### src/hdl/exu_pkg.sv
`default_nettype none

package exu_pkg;

	localparam int xlen = 64;
	localparam int reg_addr_w = 5;

	// major opcodes
	localparam logic [6:0] opc_op = 7'b0110011;
	localparam logic [6:0] opc_op_imm = 7'b0010011;
	localparam logic [6:0] opc_lui = 7'b0110111;

	localparam logic [2:0] f3_add = 3'b000;
	localparam logic [2:0] f3_slt = 3'b010;
	localparam logic [2:0] f3_sltu = 3'b011;
	localparam logic [2:0] f3_sr = 3'b101;

	// bit 3 inverts b with carry in, low bits pick the result
	typedef enum logic [3:0] {
		alu_add = 4'b0000,
		alu_sll = 4'b0001,
		alu_xor = 4'b0100,
		alu_srl = 4'b0101,
		alu_or = 4'b0110,
		alu_and = 4'b0111,
		alu_sub = 4'b1000,
		alu_slt = 4'b1010,
		alu_sltu = 4'b1011,
		alu_sra = 4'b1101
	} alu_ctl_t;

	typedef struct packed {
		logic valid;
		logic [reg_addr_w-1:0] rd;
		alu_ctl_t alu_ctl;
		logic [xlen-1:0] op_a;
		logic [xlen-1:0] op_b;
	} exec_req_t;

	typedef struct packed {
		logic valid;
		logic [reg_addr_w-1:0] rd;
		logic [xlen-1:0] data;
	} wb_req_t;

endpackage

`default_nettype wire

### src/hdl/result_writeback.sv
`timescale 1ns/1ps
`default_nettype none

module result_writeback import exu_pkg::*; (
	input wire logic clk,
	input wire logic rst_n,
	input wire wb_req_t ex_q,
	input wire logic [reg_addr_w-1:0] rs1_addr,
	input wire logic [reg_addr_w-1:0] rs2_addr,
	output logic [xlen-1:0] rs1_data,
	output logic [xlen-1:0] rs2_data,
	output wb_req_t wb
);

	logic [xlen-1:0] regs [1:31]; // x0 has no storage

	always_ff @(posedge clk or negedge rst_n) begin
		if (!rst_n) begin
			for (int i = 1; i < 32; i++) begin
				regs[i] <= '0;
			end
		end else if (ex_q.valid && ex_q.rd != '0) begin
			regs[ex_q.rd] <= ex_q.data;
		end
	end

	// async read ports
	assign rs1_data = (rs1_addr == '0) ? '0 : regs[rs1_addr];
	assign rs2_data = (rs2_addr == '0) ? '0 : regs[rs2_addr];

	always_ff @(posedge clk or negedge rst_n) begin
		if (!rst_n) begin
			wb <= '0;
		end else begin
			wb <= ex_q;
		end
	end

endmodule

`default_nettype wire

### config.mk
export PLATFORM = sky130hd
export DESIGN_NAME = result_writeback
export DESIGN_NICKNAME = d
export VERILOG_FILES = /design/src/hdl/exu_pkg.sv /design/src/hdl/result_writeback.sv
export SDC_FILE = /design/constraint.sdc
export NUM_CORES = 2
export LEC_CHECK = 0
export BUFFER_PORTS_ARGS = -buffer_cell sky130_fd_sc_hd__buf_4
export CAP_MARGIN = 20
export CORE_MARGIN = 2
export CORE_UTILIZATION = 25
export CTS_CLUSTER_DIAMETER = 60
export DETAILED_ROUTE_END_ITERATION = 6
export PLACE_DENSITY = 0.47
export SKIP_CTS_REPAIR_TIMING = 1
export SLEW_MARGIN = 10
export SYNTH_ARGS = -nofsm -noshare
export SYNTH_HDL_FRONTEND = slang
export SYNTH_SLANG_ARGS = --single-unit
### constraint.sdc
create_clock -name clk -period 8.4 [get_ports clk]
set_input_delay 2.1 -clock clk [delete_from_list [all_inputs] [get_ports clk]]
set_output_delay 2.1 -clock clk [all_outputs]
set_load 0.03 [all_outputs]
=== Yosys cells after proc, flatten, opt, wreduce, memory -nomap -nowiden ===
Cells that the tools add are included.
W data, S select, Z words.

* Input bits: 82
* Register bits: 2054
* Word-level logic and storage cells: 57
* Output and inout bits: 198

* Multiplexer cells: 11
* Magnitude comparators: 4
* Reductions and logical operators: 5
* Bitwise gates (word level): 3

{| class="wikitable"
|+ Operator list
! cell !! count
|-
| $bwmux W1984 || 1
|-
| $bmux W64 S5 || 2
|-
| $mux W64 || 7
|-
| $demux W64 S5 || 1
|-
| $ge A6 B6 Y1 const B || 3
|-
| $not A5 Y6 || 3
|-
| $logic_not A5 Y1 || 2
|-
| $lt A6 B1 Y1 const B || 1
|-
| $reduce_bool A5 Y1 || 1
|-
| $logic_and A1 B1 Y1 || 2
|}

=== Depth between registers and ports, before layout ===
* Depth after elaboration: 6
* Depth in mapped cells: 10

=== Least setup slack after synthesis ===
OpenSTA, ideal clock, no wires.

* Kind: input port to output port
* Start: input rs2_addr[0]
* End: output rs2_data[45]
* Stages on the path: 9
* Path slack: 2342 ps
* Arrival: 3958 ps
* Required time: 6300 ps
* Cells stage by stage: buf_6 buf_6 buf_6 buf_6 buf_2 a221oi_1 nor3_1 a211oi_2 a211oi_1

* Word-level cells in the longest chain between the ends: 5

{| class="wikitable"
|+ Ends and longest elaborated chain
! item !! RTL line !! source
|-
| start: declaration || result_writeback.sv:9 || <nowiki>input wire logic [reg_addr_w-1:0] rs2_addr,</nowiki>
|-
| $not A5 Y6 (not written as such) || result_writeback.sv:29 || <nowiki>assign rs2_data = (rs2_addr == '0) ? '0 : regs[rs2_addr];</nowiki>
|-
| $bmux W64 S5 || result_writeback.sv:29 ||
|-
| $mux W64 (not written as such) (2 in series) || result_writeback.sv:29 ||
|-
| $mux W64 * || result_writeback.sv:29 ||
|-
| end: declaration || result_writeback.sv:11 || <nowiki>output logic [xlen-1:0] rs2_data,</nowiki>
|}

Mark *: on every way between the ends. The rest lies on a longest branch, timed or not. The select of a mux whose other input is x is not followed.

=== Final worst setup path ===
* Start: input rs1_addr[0]
* End: output rs1_data[41]

* Word-level cells in the longest chain between the ends: 5

{| class="wikitable"
|+ Ends and longest elaborated chain
! item !! RTL line !! source
|-
| start: declaration || result_writeback.sv:8 || <nowiki>input wire logic [reg_addr_w-1:0] rs1_addr,</nowiki>
|-
| $not A5 Y6 (not written as such) || result_writeback.sv:28 || <nowiki>assign rs1_data = (rs1_addr == '0) ? '0 : regs[rs1_addr];</nowiki>
|-
| $bmux W64 S5 || result_writeback.sv:28 ||
|-
| $mux W64 (not written as such) (2 in series) || result_writeback.sv:28 ||
|-
| $mux W64 * || result_writeback.sv:28 ||
|-
| end: declaration || result_writeback.sv:10 || <nowiki>output logic [xlen-1:0] rs1_data,</nowiki>
|}

Marks and branches as above.

==> out/qor.yml <==
cts:
  clk_latency_ns: 0.90
  cts_root_buf: "clkbuf_16"
  htreeDepth: 5
  cts_tree: "built"
  numClockSinks: 2054
  clkTransAtPathRegs_ns: 0.05
  cts_made_buffers: 310
  clockBufferDepth: 4
timing:
  max_freq_mhz: 130.1
  finalCriticalPeriod_ns: 7.685
  max-slew-margin-rel_pct: 22.30
  fin_worst_skew_ns: 0
  period_share_pct: 91.49
  rsz0062_at_grt: "no"
  setup_violations: 0
  finalSetupTns_ns: 0
  worst_pin_slew_ns: 1.166
  finalMaxSlewViolations: 0
  hold_violations: 0
  layout_setup_ws_ns: 0.7151
status:
  outcome: "completed"
drt:
  via_per_inst: 5.214
  drt_iter0_drc: 5202
  wl_per_cell_um: 30.15
  routed-via-count: 70535
  ant_nets: 0
  drt-total-wl_um: 407800
  drc: 0
  first_pass_iters: 5
synth:
  syn_area_um2: 108400
  yosysTopAreaCellShare_pct: 47.41
  syn-num-nets: 7626
  yosysUniqueCellTypes: 44
  synthArstFlopShare_pct: 100.0
  synth_top_area_cell: "dfrtp_1"
  synthMostInstantiatedCell: "mux2_2"
  synth_seq_area_share_pct: 47.41
  syn_inst: 7544
  yosys_warnings: 0
  ys_top_cells_by_count: "2,128 x mux2_2, 2,054 x dfrtp_1, 796 x mux4_2"
  yosys_most_used_dff: "dfrtp_1"
  synth_edf_count: 0
  synthTopCellsByArea: "dfrtp_1 47%, mux2_2 22%, mux4_2 17%"
  synth-seq-cells: 2054
  avgSynthCellArea_um2: 14.37
power:
  irDropWorstVdd_v: 0.0001594
  power_mw: 33.48
  power_density_nw_per_um2: 262.1
  leakage_nw: 54.25
layout:
  drive_above_1_share_pct: 51.34
  fillers: 42903
  multi_input_area_um2: 53510
  final_nets: 7625
  syn_to_final_growth_pct: 17.81
  seq_area_um2: 51400
setup_path:
  critical_path.slowest_cell: "buf_4"
  path_max_fanout: 63
  crit_required_ns: 6.30
  path_cells: "buf_8 > buf_4 > nor2b_4 > buf_4 > a221oi_1 > o32ai_1 > nor2_1 > a31oi_1 > buf_4"
  worstSetupStartpointType: "input port"
  critPathBufInv: 4
  rr_endpoint: "regs[336]$_DFFE_PN0P_"
  slowest_delay_ns: 0.73
  crit_family: "buffers and inverters"
  cp.arrival_ns: 5.58
  rrSetupSlack_ns: 7.58
  end_kind: "output port"
  cpMostUsedCell: "buf_4"
  r2r-start: "regs[336]$_DFFE_PN0P_"
  criticalPathCategory: "input port to output port"
  reg2reg_depth: 1
floorplanning:
  ios: 280
  core_um2: 431500
  die_area_um2: 439000
  die_h_um: 662.6
  rows: 241
  die_w_um: 662.6
  initial_core_util_pct: 25.13
flow_run:
  drv_cap: 0
worst_hold_path:
  min_path_cells: 1
  whs_endpoint: "regs[1124]$_DFFE_PN0P_"
  min_from: "regs[1124]$_DFFE_PN0P_"
  min_path_type: "flip-flop to flip-flop"
grt:
  grt_pass1_wl_um: 583900
  grt_usage_pct: 18.15
  antenna_found_initial: 20
  grt_pass1_vias: 75820
  overflow: 0
  grt_max_degree: 165
place:
  dp_slack_ns: 0.7601
  dp_hpwl_um: 225500
  gp_congestion: 0.7667
  port-buffer-count: 279
[how the worst max path moves through the flow]
| stage | startpoint | end | slack, ns | cells past startpoint |
|---|---|---|---|---|
| 3_3_place_gp | rs1_addr[0] | rs1_data[41] | 0.77 | 9 |
| 6_report | rs1_addr[0] | rs1_data[41] | 0.72 | 9 |
| 5_1_grt | rs1_addr[0] | rs1_data[41] | 0.60 | 9 |
| 3_5_place_dp | rs1_addr[0] | rs1_data[41] | 0.76 | 9 |
| 2_1_floorplan | rs2_addr[0] | rs2_data[45] | 2.34 | 9 |
| 4_1_cts | rs1_addr[0] | rs1_data[41] | 0.76 | 9 |
[flip-flops by register name (all words and copies together) (netlist names)]
name and flops:
regs 1984, wb 70
[final cells by class]
type,count,share of cell area [%]
flip-flops and latches,2054,40.24
inverters,1,0.008815
multi-input cells,4690,41.89
diodes,17,0.03330
repair buffers,486,3.636
clock buffers,401,6.848
well taps,5710,5.593
clock inverters,169,1.751
[stage by stage]
| stage | std cells | hold WS (ns) | instance area, um2 | utilization [%] |
|---|---|---|---|---|
| floorplan | 7544 | 0.4697 | 108400 | - |
| global placement | 12940 | 0.4819 | 116700 | 27.04 |
| detailed placement | 12940 | 0.4941 | 116700 | 27.04 |
| CTS | 13510 | 0.5069 | 127700 | 29.59 |
| global route | 13515 | 0.5204 | 127700 | 29.60 |
| finish | 13528 | 0.5066 | 127700 | 29.60 |
[report_power, final]
group,switching (mW),internal (mW)
Sequential,1.42,11.8
Combinational,2.85,3.57
Clock,5.32,8.54
Total,9.58,23.9
[routing by layer]
layer,GRT usage (%),part of all wire (%)
met1,23.51,43
met2,30.87,49
met5,0,0.0032
met3,2.412,4.3
met4,6.701,3.9
[logic make-up after synthesis]
kind of cell / count (synthesis) / share of synthesized area (%)
buf+inv: 800 / 3.487
compound gates: 667 / 4.003
mux: 3288 / 42.04
flops: 2054 / 47.41
simple gates: 735 / 3.060
[cells in the final DEF (no fill, tap or decap), drive strengths merged, types with 115 or more instances in the layout]
cell / Yosys / layout
clkbuf: 401 / 401
o21ai: 115 / 115
nand2: 353 / 353
nor2: 128 / 128
dfrtp: 2054 / 2054
mux4: 796 / 796
mux2: 2170 / 2170
buf: 398 / 486
mux2i: 322 / 322
a21oi: 205 / 205
Power figures use the tool's default switching activity.
