===== src/hdl/exu_pkg.sv =====
`default_nettype none

package exu_pkg;

	localparam int xlen = 64;
	localparam int reg_addr_w = 5;

	// major opcodes
	localparam logic [6:0] opc_op = 7'b0110011;
	localparam logic [6:0] opc_op_imm = 7'b0010011;
	localparam logic [6:0] opc_lui = 7'b0110111;

	localparam logic [2:0] f3_add = 3'b000;
	localparam logic [2:0] f3_slt = 3'b010;
	localparam logic [2:0] f3_sltu = 3'b011;
	localparam logic [2:0] f3_sr = 3'b101;

	// bit 3 inverts b with carry in, low bits pick the result
	typedef enum logic [3:0] {
		alu_add = 4'b0000,
		alu_sll = 4'b0001,
		alu_xor = 4'b0100,
		alu_srl = 4'b0101,
		alu_or = 4'b0110,
		alu_and = 4'b0111,
		alu_sub = 4'b1000,
		alu_slt = 4'b1010,
		alu_sltu = 4'b1011,
		alu_sra = 4'b1101
	} alu_ctl_t;

	typedef struct packed {
		logic valid;
		logic [reg_addr_w-1:0] rd;
		alu_ctl_t alu_ctl;
		logic [xlen-1:0] op_a;
		logic [xlen-1:0] op_b;
	} exec_req_t;

	typedef struct packed {
		logic valid;
		logic [reg_addr_w-1:0] rd;
		logic [xlen-1:0] data;
	} wb_req_t;

endpackage

`default_nettype wire


===== src/hdl/instr_decode.sv =====
`timescale 1ns/1ps
`default_nettype none

module instr_decode import exu_pkg::*; (
	input wire logic clk,
	input wire logic rst_n,
	input wire logic instr_valid,
	input wire logic [31:0] instr,
	output logic [reg_addr_w-1:0] rs1_addr,
	output logic [reg_addr_w-1:0] rs2_addr,
	input wire logic [xlen-1:0] rs1_data,
	input wire logic [xlen-1:0] rs2_data,
	input wire wb_req_t ex_next,
	input wire wb_req_t ex_q,
	output exec_req_t dec_q
);

	logic [6:0] opcode;
	logic [2:0] funct3;
	logic f7_b5;
	logic [reg_addr_w-1:0] rd;
	logic [xlen-1:0] imm_i;
	logic [xlen-1:0] imm_u;
	logic [xlen-1:0] src1;
	logic [xlen-1:0] src2;
	logic is_cmp;
	logic is_sr;
	logic supported;
	exec_req_t dec_d;

	// newest producer wins, x0 never forwarded
	function automatic logic [xlen-1:0] fwd(
		input logic [reg_addr_w-1:0] addr,
		input logic [xlen-1:0] rf_data,
		input wb_req_t nxt,
		input wb_req_t cur
	);
		logic [xlen-1:0] val;
		val = rf_data;
		if (addr != '0) begin
			if (nxt.valid && nxt.rd == addr) begin
				val = nxt.data;
			end else if (cur.valid && cur.rd == addr) begin
				val = cur.data;
			end
		end
		return val;
	endfunction

	assign opcode = instr[6:0];
	assign rd = instr[11:7];
	assign funct3 = instr[14:12];
	assign rs1_addr = instr[19:15];
	assign rs2_addr = instr[24:20];
	assign f7_b5 = instr[30];

	assign imm_i = {{(xlen-12){instr[31]}}, instr[31:20]};
	assign imm_u = {{(xlen-32){instr[31]}}, instr[31:12], 12'b0};

	assign src1 = fwd(rs1_addr, rs1_data, ex_next, ex_q);
	assign src2 = fwd(rs2_addr, rs2_data, ex_next, ex_q);

	assign is_cmp = (funct3 == f3_slt) || (funct3 == f3_sltu); // compares need subtract
	assign is_sr = (funct3 == f3_sr);
	assign supported = (opcode == opc_op) || (opcode == opc_op_imm) || (opcode == opc_lui);

	always_comb begin
		dec_d.valid = instr_valid && supported && (rd != '0); // x0 writes dropped here
		dec_d.rd = rd;
		dec_d.op_a = src1;
		dec_d.op_b = src2;
		dec_d.alu_ctl = alu_add;
		case (opcode)
			opc_op: begin
				dec_d.alu_ctl = alu_ctl_t'({(f7_b5 && (funct3 == f3_add || is_sr)) || is_cmp,
					funct3});
			end
			opc_op_imm: begin
				dec_d.op_b = imm_i;
				dec_d.alu_ctl = alu_ctl_t'({(f7_b5 && is_sr) || is_cmp, funct3}); // no subi
			end
			opc_lui: begin
				dec_d.op_a = '0;
				dec_d.op_b = imm_u;
			end
			default: ;
		endcase
	end

	always_ff @(posedge clk or negedge rst_n) begin
		if (!rst_n) begin
			dec_q <= '0;
		end else begin
			dec_q <= dec_d;
		end
	end

endmodule

`default_nettype wire


===== config.mk =====
export PLATFORM = sky130hd
export DESIGN_NAME = instr_decode
export DESIGN_NICKNAME = d
export VERILOG_FILES = /design/src/hdl/exu_pkg.sv /design/src/hdl/instr_decode.sv
export SDC_FILE = /design/constraint.sdc
export NUM_CORES = 1
export LEC_CHECK = 0
export ABC_AREA = 1
export BUFFER_PORTS_ARGS = -buffer_cell sky130_fd_sc_hd__buf_2
export CORE_MARGIN = 3
export CORE_UTILIZATION = 30
export CTS_BUF_LIST = sky130_fd_sc_hd__clkbuf_8
export CTS_CLUSTER_DIAMETER = 30
export CTS_CLUSTER_SIZE = 24
export DETAILED_ROUTE_END_ITERATION = 8
export PLACE_DENSITY_LB_ADDON = 0.2
export SYNTH_ARGS = -nofsm -noshare
export SYNTH_HDL_FRONTEND = slang
export SYNTH_SLANG_ARGS = --single-unit

===== constraint.sdc =====
create_clock -name clk -period 0.8 [get_ports clk]
set_input_delay 0.2 -clock clk [delete_from_list [all_inputs] [get_ports clk]]
set_output_delay 0.2 -clock clk [all_outputs]
set_load 0.05 [all_outputs]

Yosys cells after proc, flatten, opt, wreduce, memory -nomap -nowiden
Index checks and enable logic that the tools add are counted.
{"block": "totals", "ff_bits": 138, "inputBits": 303, "out_inout_bits": 148, "word_cells": 42}
{"block": "op_classes", "eq_ne": 10, "mux": 9, "reduce_logical": 18}
{"cell": "64-bit two-way mux", "count": 7}
{"cell": "64-bit case mux with 2 select lines", "count": 1}
{"cell": "5-bit == test", "count": 4}
{"cell": "5-bit nonzero test", "count": 3}
{"cell": "7-bit by 6-bit == test with 1-bit output, second input constant", "count": 2}
{"cell": "1-bit logical AND", "count": 8}
{"cell": "4-bit case mux with 2 select lines", "count": 1}
{"cell": "7-bit by 5-bit == test with 1-bit output, second input constant", "count": 1}
{"cell": "3-bit by 2-bit == test with 1-bit output, second input constant", "count": 2}
{"cell": "1-bit logical OR", "count": 6}
{"cell": "3-bit == test, second input constant", "count": 1}
{"cell": "3-bit zero test", "count": 1}

Logic depth before layout (Yosys ltp)
Gate-level depths: netlist (run 1).
{"block": "depth", "depth_word": 6, "depth_mapped": 12, "ltp_nobuf": 10}

Worst setup path after synthesis (run 1)
OpenSTA, ideal clock, no wires.
{"block": "synth_path", "path_kind": "input-to-reg", "start": "input instr[3]", "end": "register dec_q[31] (netlist bit)", "setup_ps": 130, "arrival_time_ps": 1187, "required_ps": 670, "path_slack_ps": -517, "path_stages": 10, "n_path_buf": 2, "path_cell_list": "nor2_1 -> nand3_1 -> nor2_1 -> nand2_1 -> nand2_1 -> buf_4 -> clkbuf_1 -> a21oi_1 -> nand2_1 -> nand2_1"}
{"item": "start: declaration", "line_no": "instr_decode.sv:8", "text": "input wire logic [31:0] instr,"}
{"item": "end signal: assignment", "line_no": "instr_decode.sv:92", "text": "dec_q <= '0;"}
{"item": "end signal: assignment", "line_no": "instr_decode.sv:94", "text": "dec_q <= dec_d;"}
{"item": "end: declaration", "line_no": "instr_decode.sv:15", "text": "output exec_req_t dec_q"}

Final worst setup path (run 1)
{"block": "layout_path", "start": "register dec_q[79] (netlist bit)", "end": "output dec_q[79] (netlist bit)"}
No word-level cell between the ends.

==> results_dict.tcl, run 1 <==
set metrics [dict create \
    status "finished, violations left" \
    violations "negative setup slack" \
    fp.dieArea_um2 35900 \
    critPathRequiredTime_ns 0.60 \
    criticalPathCategory "reg2out" \
    hp-start "rs1_data[14]" \
    antenna_found_initial 6 \
    slew_headroom_pct 82.2 \
    synth_nets 2023 \
    firstDrtPassIters 5 \
    critPathMaxStageDelay_ns 0.46 \
    synth_seq_cells 138 \
    yosysTopAreaCell "dfrtp_1" \
    place_hpwl_um 35100 \
    dr_wl_met3_um 4950 \
    top_register "dec_q" \
    finalHoldViolations 0 \
    slowest_stage "dfrtp_2" \
    yosysMostFrequentCell "nand2_1" \
    hp-class "in2reg" \
    place.gp.congestion 0.914 \
    fin_crit_ns 1.30 \
    nNetsFinal 2642 \
    drive_gt1_share_pct 51.0 \
    yosysWarnings 0 \
    drt_iter0_markers 922 \
    io_buffers 450 \
    crit_chain "buf_12" \
    synth_top_area_share_pct 34.2 \
    whs_ns 0.0228 \
    overflow 0 \
    cap_viol_max_count 0 \
    root_buffer "clkbuf_8" \
    fin_area_um2 20100 \
    fmax_mhz 768 \
    slew_violations 0 \
    vias_per_cell 5.02 \
    dr_total_vias 14000 \
    synth-edff-count 0 \
    holdPathStages 5 \
    synth_cells 1720 \
    ctsLongestPathBuffers 2 \
    drt_drc_violations_left 0 \
    grt_usage_pct 30.9 \
    synthDistinctLibCells 23 \
    end_kind "output port" \
    met1Wirelength_um 23200 \
    fin_setup_tns_ns -94.97 \
    wl_per_cell_um 21.0 \
    final.setup.worst_slack_ns -0.503 \
    synth_ff_type "dfrtp_1" \
    cp.arrival_ns 1.10 \
    cts_tree "built" \
    htreeDepth 4 \
    setup-violations-final 268 \
    grt_max_degree 39 \
    holdPathEnd "dec_q[78]" \
    async_reset_ff_share_pct 100 \
    die_height_um 189 \
    start_util_pct 30.7 \
    worst_pin_slew_ns 0.264 \
    highest_layer "met5" \
    synthTopCellsByArea "dfrtp_1, nand2_1, nor2_1" \
    synth_area_um2 10100 \
    die_w_um 189 \
    clkTransAtPathRegs_ns 0.09 \
    largest_register_ffs 138 \
    crit_start "dec_q[79]" \
    power_per_cell_area_nw_per_um2 1190 \
    cp_max_fo 1 \
    final.fill_count 2919 \
    rsz0062_at_grt "true" \
    core-area_um2 32900 \
    final_core_util_pct 61.3 \
    dr_wl_met2_um 27900 \
    grt_pass1_vias 14400 \
    grt_pass1_wl_um 83600 \
    syn2layout_area_growth_pct 99.5 \
    drt-total-wl_um 58900 \
    placementRows 66 \
    post_dp_cell_area_um2 14000 \
    synth_commonest_cells "nand2_1, nor2_1, inv_1" \
    reg_top3 "dec_q: 138 flops" \
    cts.sinks 138 \
    critPathLaunchType "flip-flop" \
    postSynthAreaPerCell_um2 5.87 \
    cp_top_family "flip-flops" \
    ys_seq_area_share_pct 34.2 \
    fin_crit_sh_pct 163 \
    top_level_ports 451 \
    cts_made_buffers 17 \
    p_leak_nw 10.9 \
    drtAntennaViolNets 0 \
    crit_buf_inv 1 \
    peakVddDrop_mv 0.961 \
]
==> through the flow <==
stage | setup WS (ns) | cells | total power, mW
5_1_grt | -0.541 | 2798 | 25.0
3_5_place_dp | -1.01 | 2637 | 15.2
3_3_place_gp | -1.04 | 2637 | 15.2
2_1_floorplan | -0.414 | 1720 | 12.2
4_1_cts | -0.532 | 2793 | 23.3
6_report | -0.503 | 2799 | 24.0
==> report_power, final <==
| part | internal, mW | total, mW | switching (mW) |
|---|---|---|---|
| Clock | 2.59 | 5.88 | 3.29 |
| Sequential | 7.57 | 7.96 | 0.391 |
| Combinational | 4.14 | 10.2 | 6.05 |
| Total | 14.3 | 24.0 | 9.73 |
==> timing repair <==
| item | 4_1_cts | 5_1_grt |
|---|---|---|
| hold endpoints to repair | 164 | 0 |
| cloned | 45 | 5 |
| endpoints found under the setup margin | 276 | 273 |
| hold buffers | 26 | 0 |
| setup buffers | 57 | 20 |
| pin swaps | 159 | 162 |
| resized for setup | 741 | 382 |
==> area by class of cell <==
class                      instances  area [um^2]  area share (%)
timing repair buffer             712         7390            36.7
multi-input combinational       1158         7100            35.2
sequential                       138         3450            17.2
inverter                         312         1260            6.28
tap                              442          553            2.75
clock buffer                      19          262            1.30
clock inverter                    13          105           0.522
antenna                            5         12.5          0.0621
==> worst max-delay path by stage <==
stage / to / slack [ns] / cells after the start
2_1_floorplan: dec_q[41] / -0.41 / 10
3_3_place_gp: dec_q[78] / -1.04 / 12
3_5_place_dp: dec_q[111] / -1.01 / 12
4_1_cts: dec_q[100] / -0.53 / 1
5_1_grt: dec_q[100] / -0.54 / 1
6_report: dec_q[79] / -0.50 / 1
==> layout by cell type, fill, tap and decap left out, types with 18 or more instances in the layout <==
cell and count:
nor2_2 74, nand2_4 52, buf_2 280, a21oi_1 65, buf_16 30, dlygate4sd3_1 26
o21ai_1 44, nand3_4 29, nand2_1 278, o21ai_2 22, buf_6 174, buf_8 27
inv_1 292, clkbuf_8 19, o21ai_0 18, nor2_4 59, dfrtp_1 137, buf_12 88
nand3_2 90, nor2_1 273, nand2_2 120, buf_4 81
==> kinds of logic after synthesis <==
group | Yosys count | synth area share, %
compound gates | 159 | 7.91
buf+inv | 424 | 18.7
flops | 138 | 34.2
simple gates | 999 | 39.2
==> layer usage <==
layer | global-route usage [%] | vias up
li1 | - | 6369
met1 | 38.4 | 6671
met2 | 51.2 | 805
met3 | 6.63 | 198
met4 | 14.4 | 4
met5 | 0 | -
No activity file was read; power rests on OpenSTA's default activity.
==> run 2, diff against run 1 <==
--- a/config.mk
+++ b/config.mk
@@ -6,7 +6,7 @@
 export NUM_CORES = 1
 export LEC_CHECK = 0
 export ABC_AREA = 1
-export BUFFER_PORTS_ARGS = -buffer_cell sky130_fd_sc_hd__buf_2
+export BUFFER_PORTS_ARGS = -buffer_cell sky130_fd_sc_hd__buf_4
 export CORE_MARGIN = 3
 export CORE_UTILIZATION = 30
 export CTS_BUF_LIST = sky130_fd_sc_hd__clkbuf_8
==> constraint.sdc (replaced) <==
create_clock -name clk -period 1.57 [get_ports clk]
set_input_delay 0.3925 -clock clk [delete_from_list [all_inputs] [get_ports clk]]
set_output_delay 0.3925 -clock clk [all_outputs]
set_load 0.005 [all_outputs]
==> run 2 against run 1 <==
Hold slack improved by 0.029 ns. Die area stayed put. Sequential cell count is the same. Core utilization fell by 16 points. Clock-buffer cell count is 1 lower. Non-clock buffer count down 161. First-iteration DRC count down 21%. Largest cell class is now multi-input combinational cells. Setup slack improved by 0.57 ns. Total power down 60%. Global-route usage decreased by 6.3 points. Highest routed layer unchanged. The run now ends clean. Routed wire length shrank 23%.
==> results_dict.tcl, run 2 (synthesized netlist as in run 1, its figures left out) <==
set metrics [dict create \
    status "complete, no violations" \
    ctsLongestPathBuffers 2 \
    antenna_found_initial 4 \
    placementRows 66 \
    cp.arrival_ns 1.83 \
    end_kind "flip-flop" \
    finalHoldViolations 0 \
    critPathLaunchType "input pin" \
    peakVddDrop_mv 0.488 \
    worst_pin_slew_ns 0.409 \
    vias_per_cell 4.62 \
    firstDrtPassIters 7 \
    grt_util_met1_pct 30.5 \
    power_per_cell_area_nw_per_um2 642 \
    holdPathStages 1 \
    critPathRequiredTime_ns 1.90 \
    die_height_um 189 \
    place_hpwl_um 35400 \
    cap_viol_max_count 0 \
    fp.dieArea_um2 35900 \
    p_leak_nw 9.18 \
    place.gp.congestion 0.894 \
    top_register "dec_q" \
    area.sequential_um2 3450 \
    drt_drc_violations_left 0 \
    multi_input_area_um2 4820 \
    reg_top3 "dec_q: 138 flops" \
    met2_usage_pct 41.4 \
    power_mw 9.60 \
    rsz0062_at_grt "false" \
    grt_pass1_wl_um 68400 \
    criticalPathCategory "in2reg" \
    overflow 0 \
    mostFrequentLayoutCell "buf_4" \
    fin_area_um2 14900 \
    syn2layout_area_growth_pct 48.1 \
    grt_pass1_vias 11900 \
    final_core_util_pct 45.5 \
    crit_chain "buf_4 -> clkinvlp_4 -> nand3_1 -> nor3_4 -> buf_4 -> buf_12 -> a21oi_1 -> nand2_1 -> nand2_1" \
    core-area_um2 32900 \
    drt-total-wl_um 45500 \
    busiest_layer "met2" \
    top_level_ports 451 \
    io_buffers 450 \
    final.fill_count 3572 \
    whs_ns 0.0516 \
    largest_register_ffs 138 \
    clkTransAtPathRegs_ns 0.09 \
    slowest_stage "buf_4" \
    nNetsFinal 2481 \
    grt_usage_pct 24.6 \
    start_util_pct 30.7 \
    holdPathEnd "dec_q[135]" \
    hp-start "instr[10]" \
    fin_crit_sh_pct 95.4 \
    drtAntennaViolNets 0 \
    grt_max_degree 41 \
    cp_max_fo 32 \
    setup-violations-final 0 \
    crit_buf_inv 4 \
    die_w_um 189 \
    root_buffer "clkbuf_8" \
    fin_crit_ns 1.50 \
    layout_common_cells "buf_4, nand2_1, nor2_1, inv_1, dfrtp_1" \
    use_met3_pct 6.46 \
    wl_per_cell_um 17.3 \
    htreeDepth 4 \
    fmax_mhz 667 \
    cts_tree "built" \
    cp_top_family "buffers and inverters" \
    critPathMaxStageDelay_ns 0.26 \
    hp-class "in2reg" \
    drive_gt1_share_pct 27.4 \
    drt_iter0_markers 726 \
    slew_headroom_pct 72.7 \
    cts.sinks 138 \
    post_dp_cell_area_um2 14600 \
    dr_total_vias 12200 \
    fin_setup_tns_ns 0 \
    antenna_cells 0 \
    slew_violations 0 \
    cts_made_buffers 17 \
]
run 2: through the flow:
| stage | std cells | worst slack [ns] |
|---|---|---|
| after floorplan | 1720 | 0.0603 |
| after global placement | 2600 | -0.545 |
| after detailed placement | 2600 | -0.554 |
| after CTS | 2633 | 0.0164 |
| after global routing | 2633 | 0.00447 |
| final | 2633 | 0.0718 |
run 2: area by class of cell:
type,count,area share [%]
clock buffer,18,1.66
clock inverter,14,0.803
inverter,312,7.86
multi-input combinational,1158,32.2
sequential,138,23.1
tap,442,3.70
timing repair buffer,551,30.6
run 2: layer usage:
metal  wire length, um  part of all wire [%]
met5                47                  0.10
met4              1600                   3.5
met3              3740                   8.2
met2             21500                    47
met1             18600                    41
run 2: how the worst max path moves through the flow:
| stage | end | slack, ns | depth (start not counted) | start |
|---|---|---|---|---|
| after floorplan | dec_q[31] | 0.06 | 10 | instr[3] |
| after global placement | dec_q[36] | -0.54 | 9 | instr[23] |
| after detailed placement | dec_q[36] | -0.55 | 9 | instr[23] |
| after CTS | dec_q[36] | 0.02 | 9 | instr[23] |
| after global routing | dec_q[96] | 0.004 | 11 | instr[19] |
| final | dec_q[36] | 0.07 | 9 | instr[23] |
run 2: what timing repair did:
action,in CTS,in global routing
hold buffers,1,0
buffers inserted,0,0
hold endpoints to repair,20,0
gates resized for setup,1,4
endpoints found under the setup margin,11,23
run 2: power by group:
part / switching (mW) / internal (mW) / total (mW)
logic: 1.33 / 1.36 / 2.69
clock network: 1.63 / 1.30 / 2.93
registers: 0.126 / 3.85 / 3.98
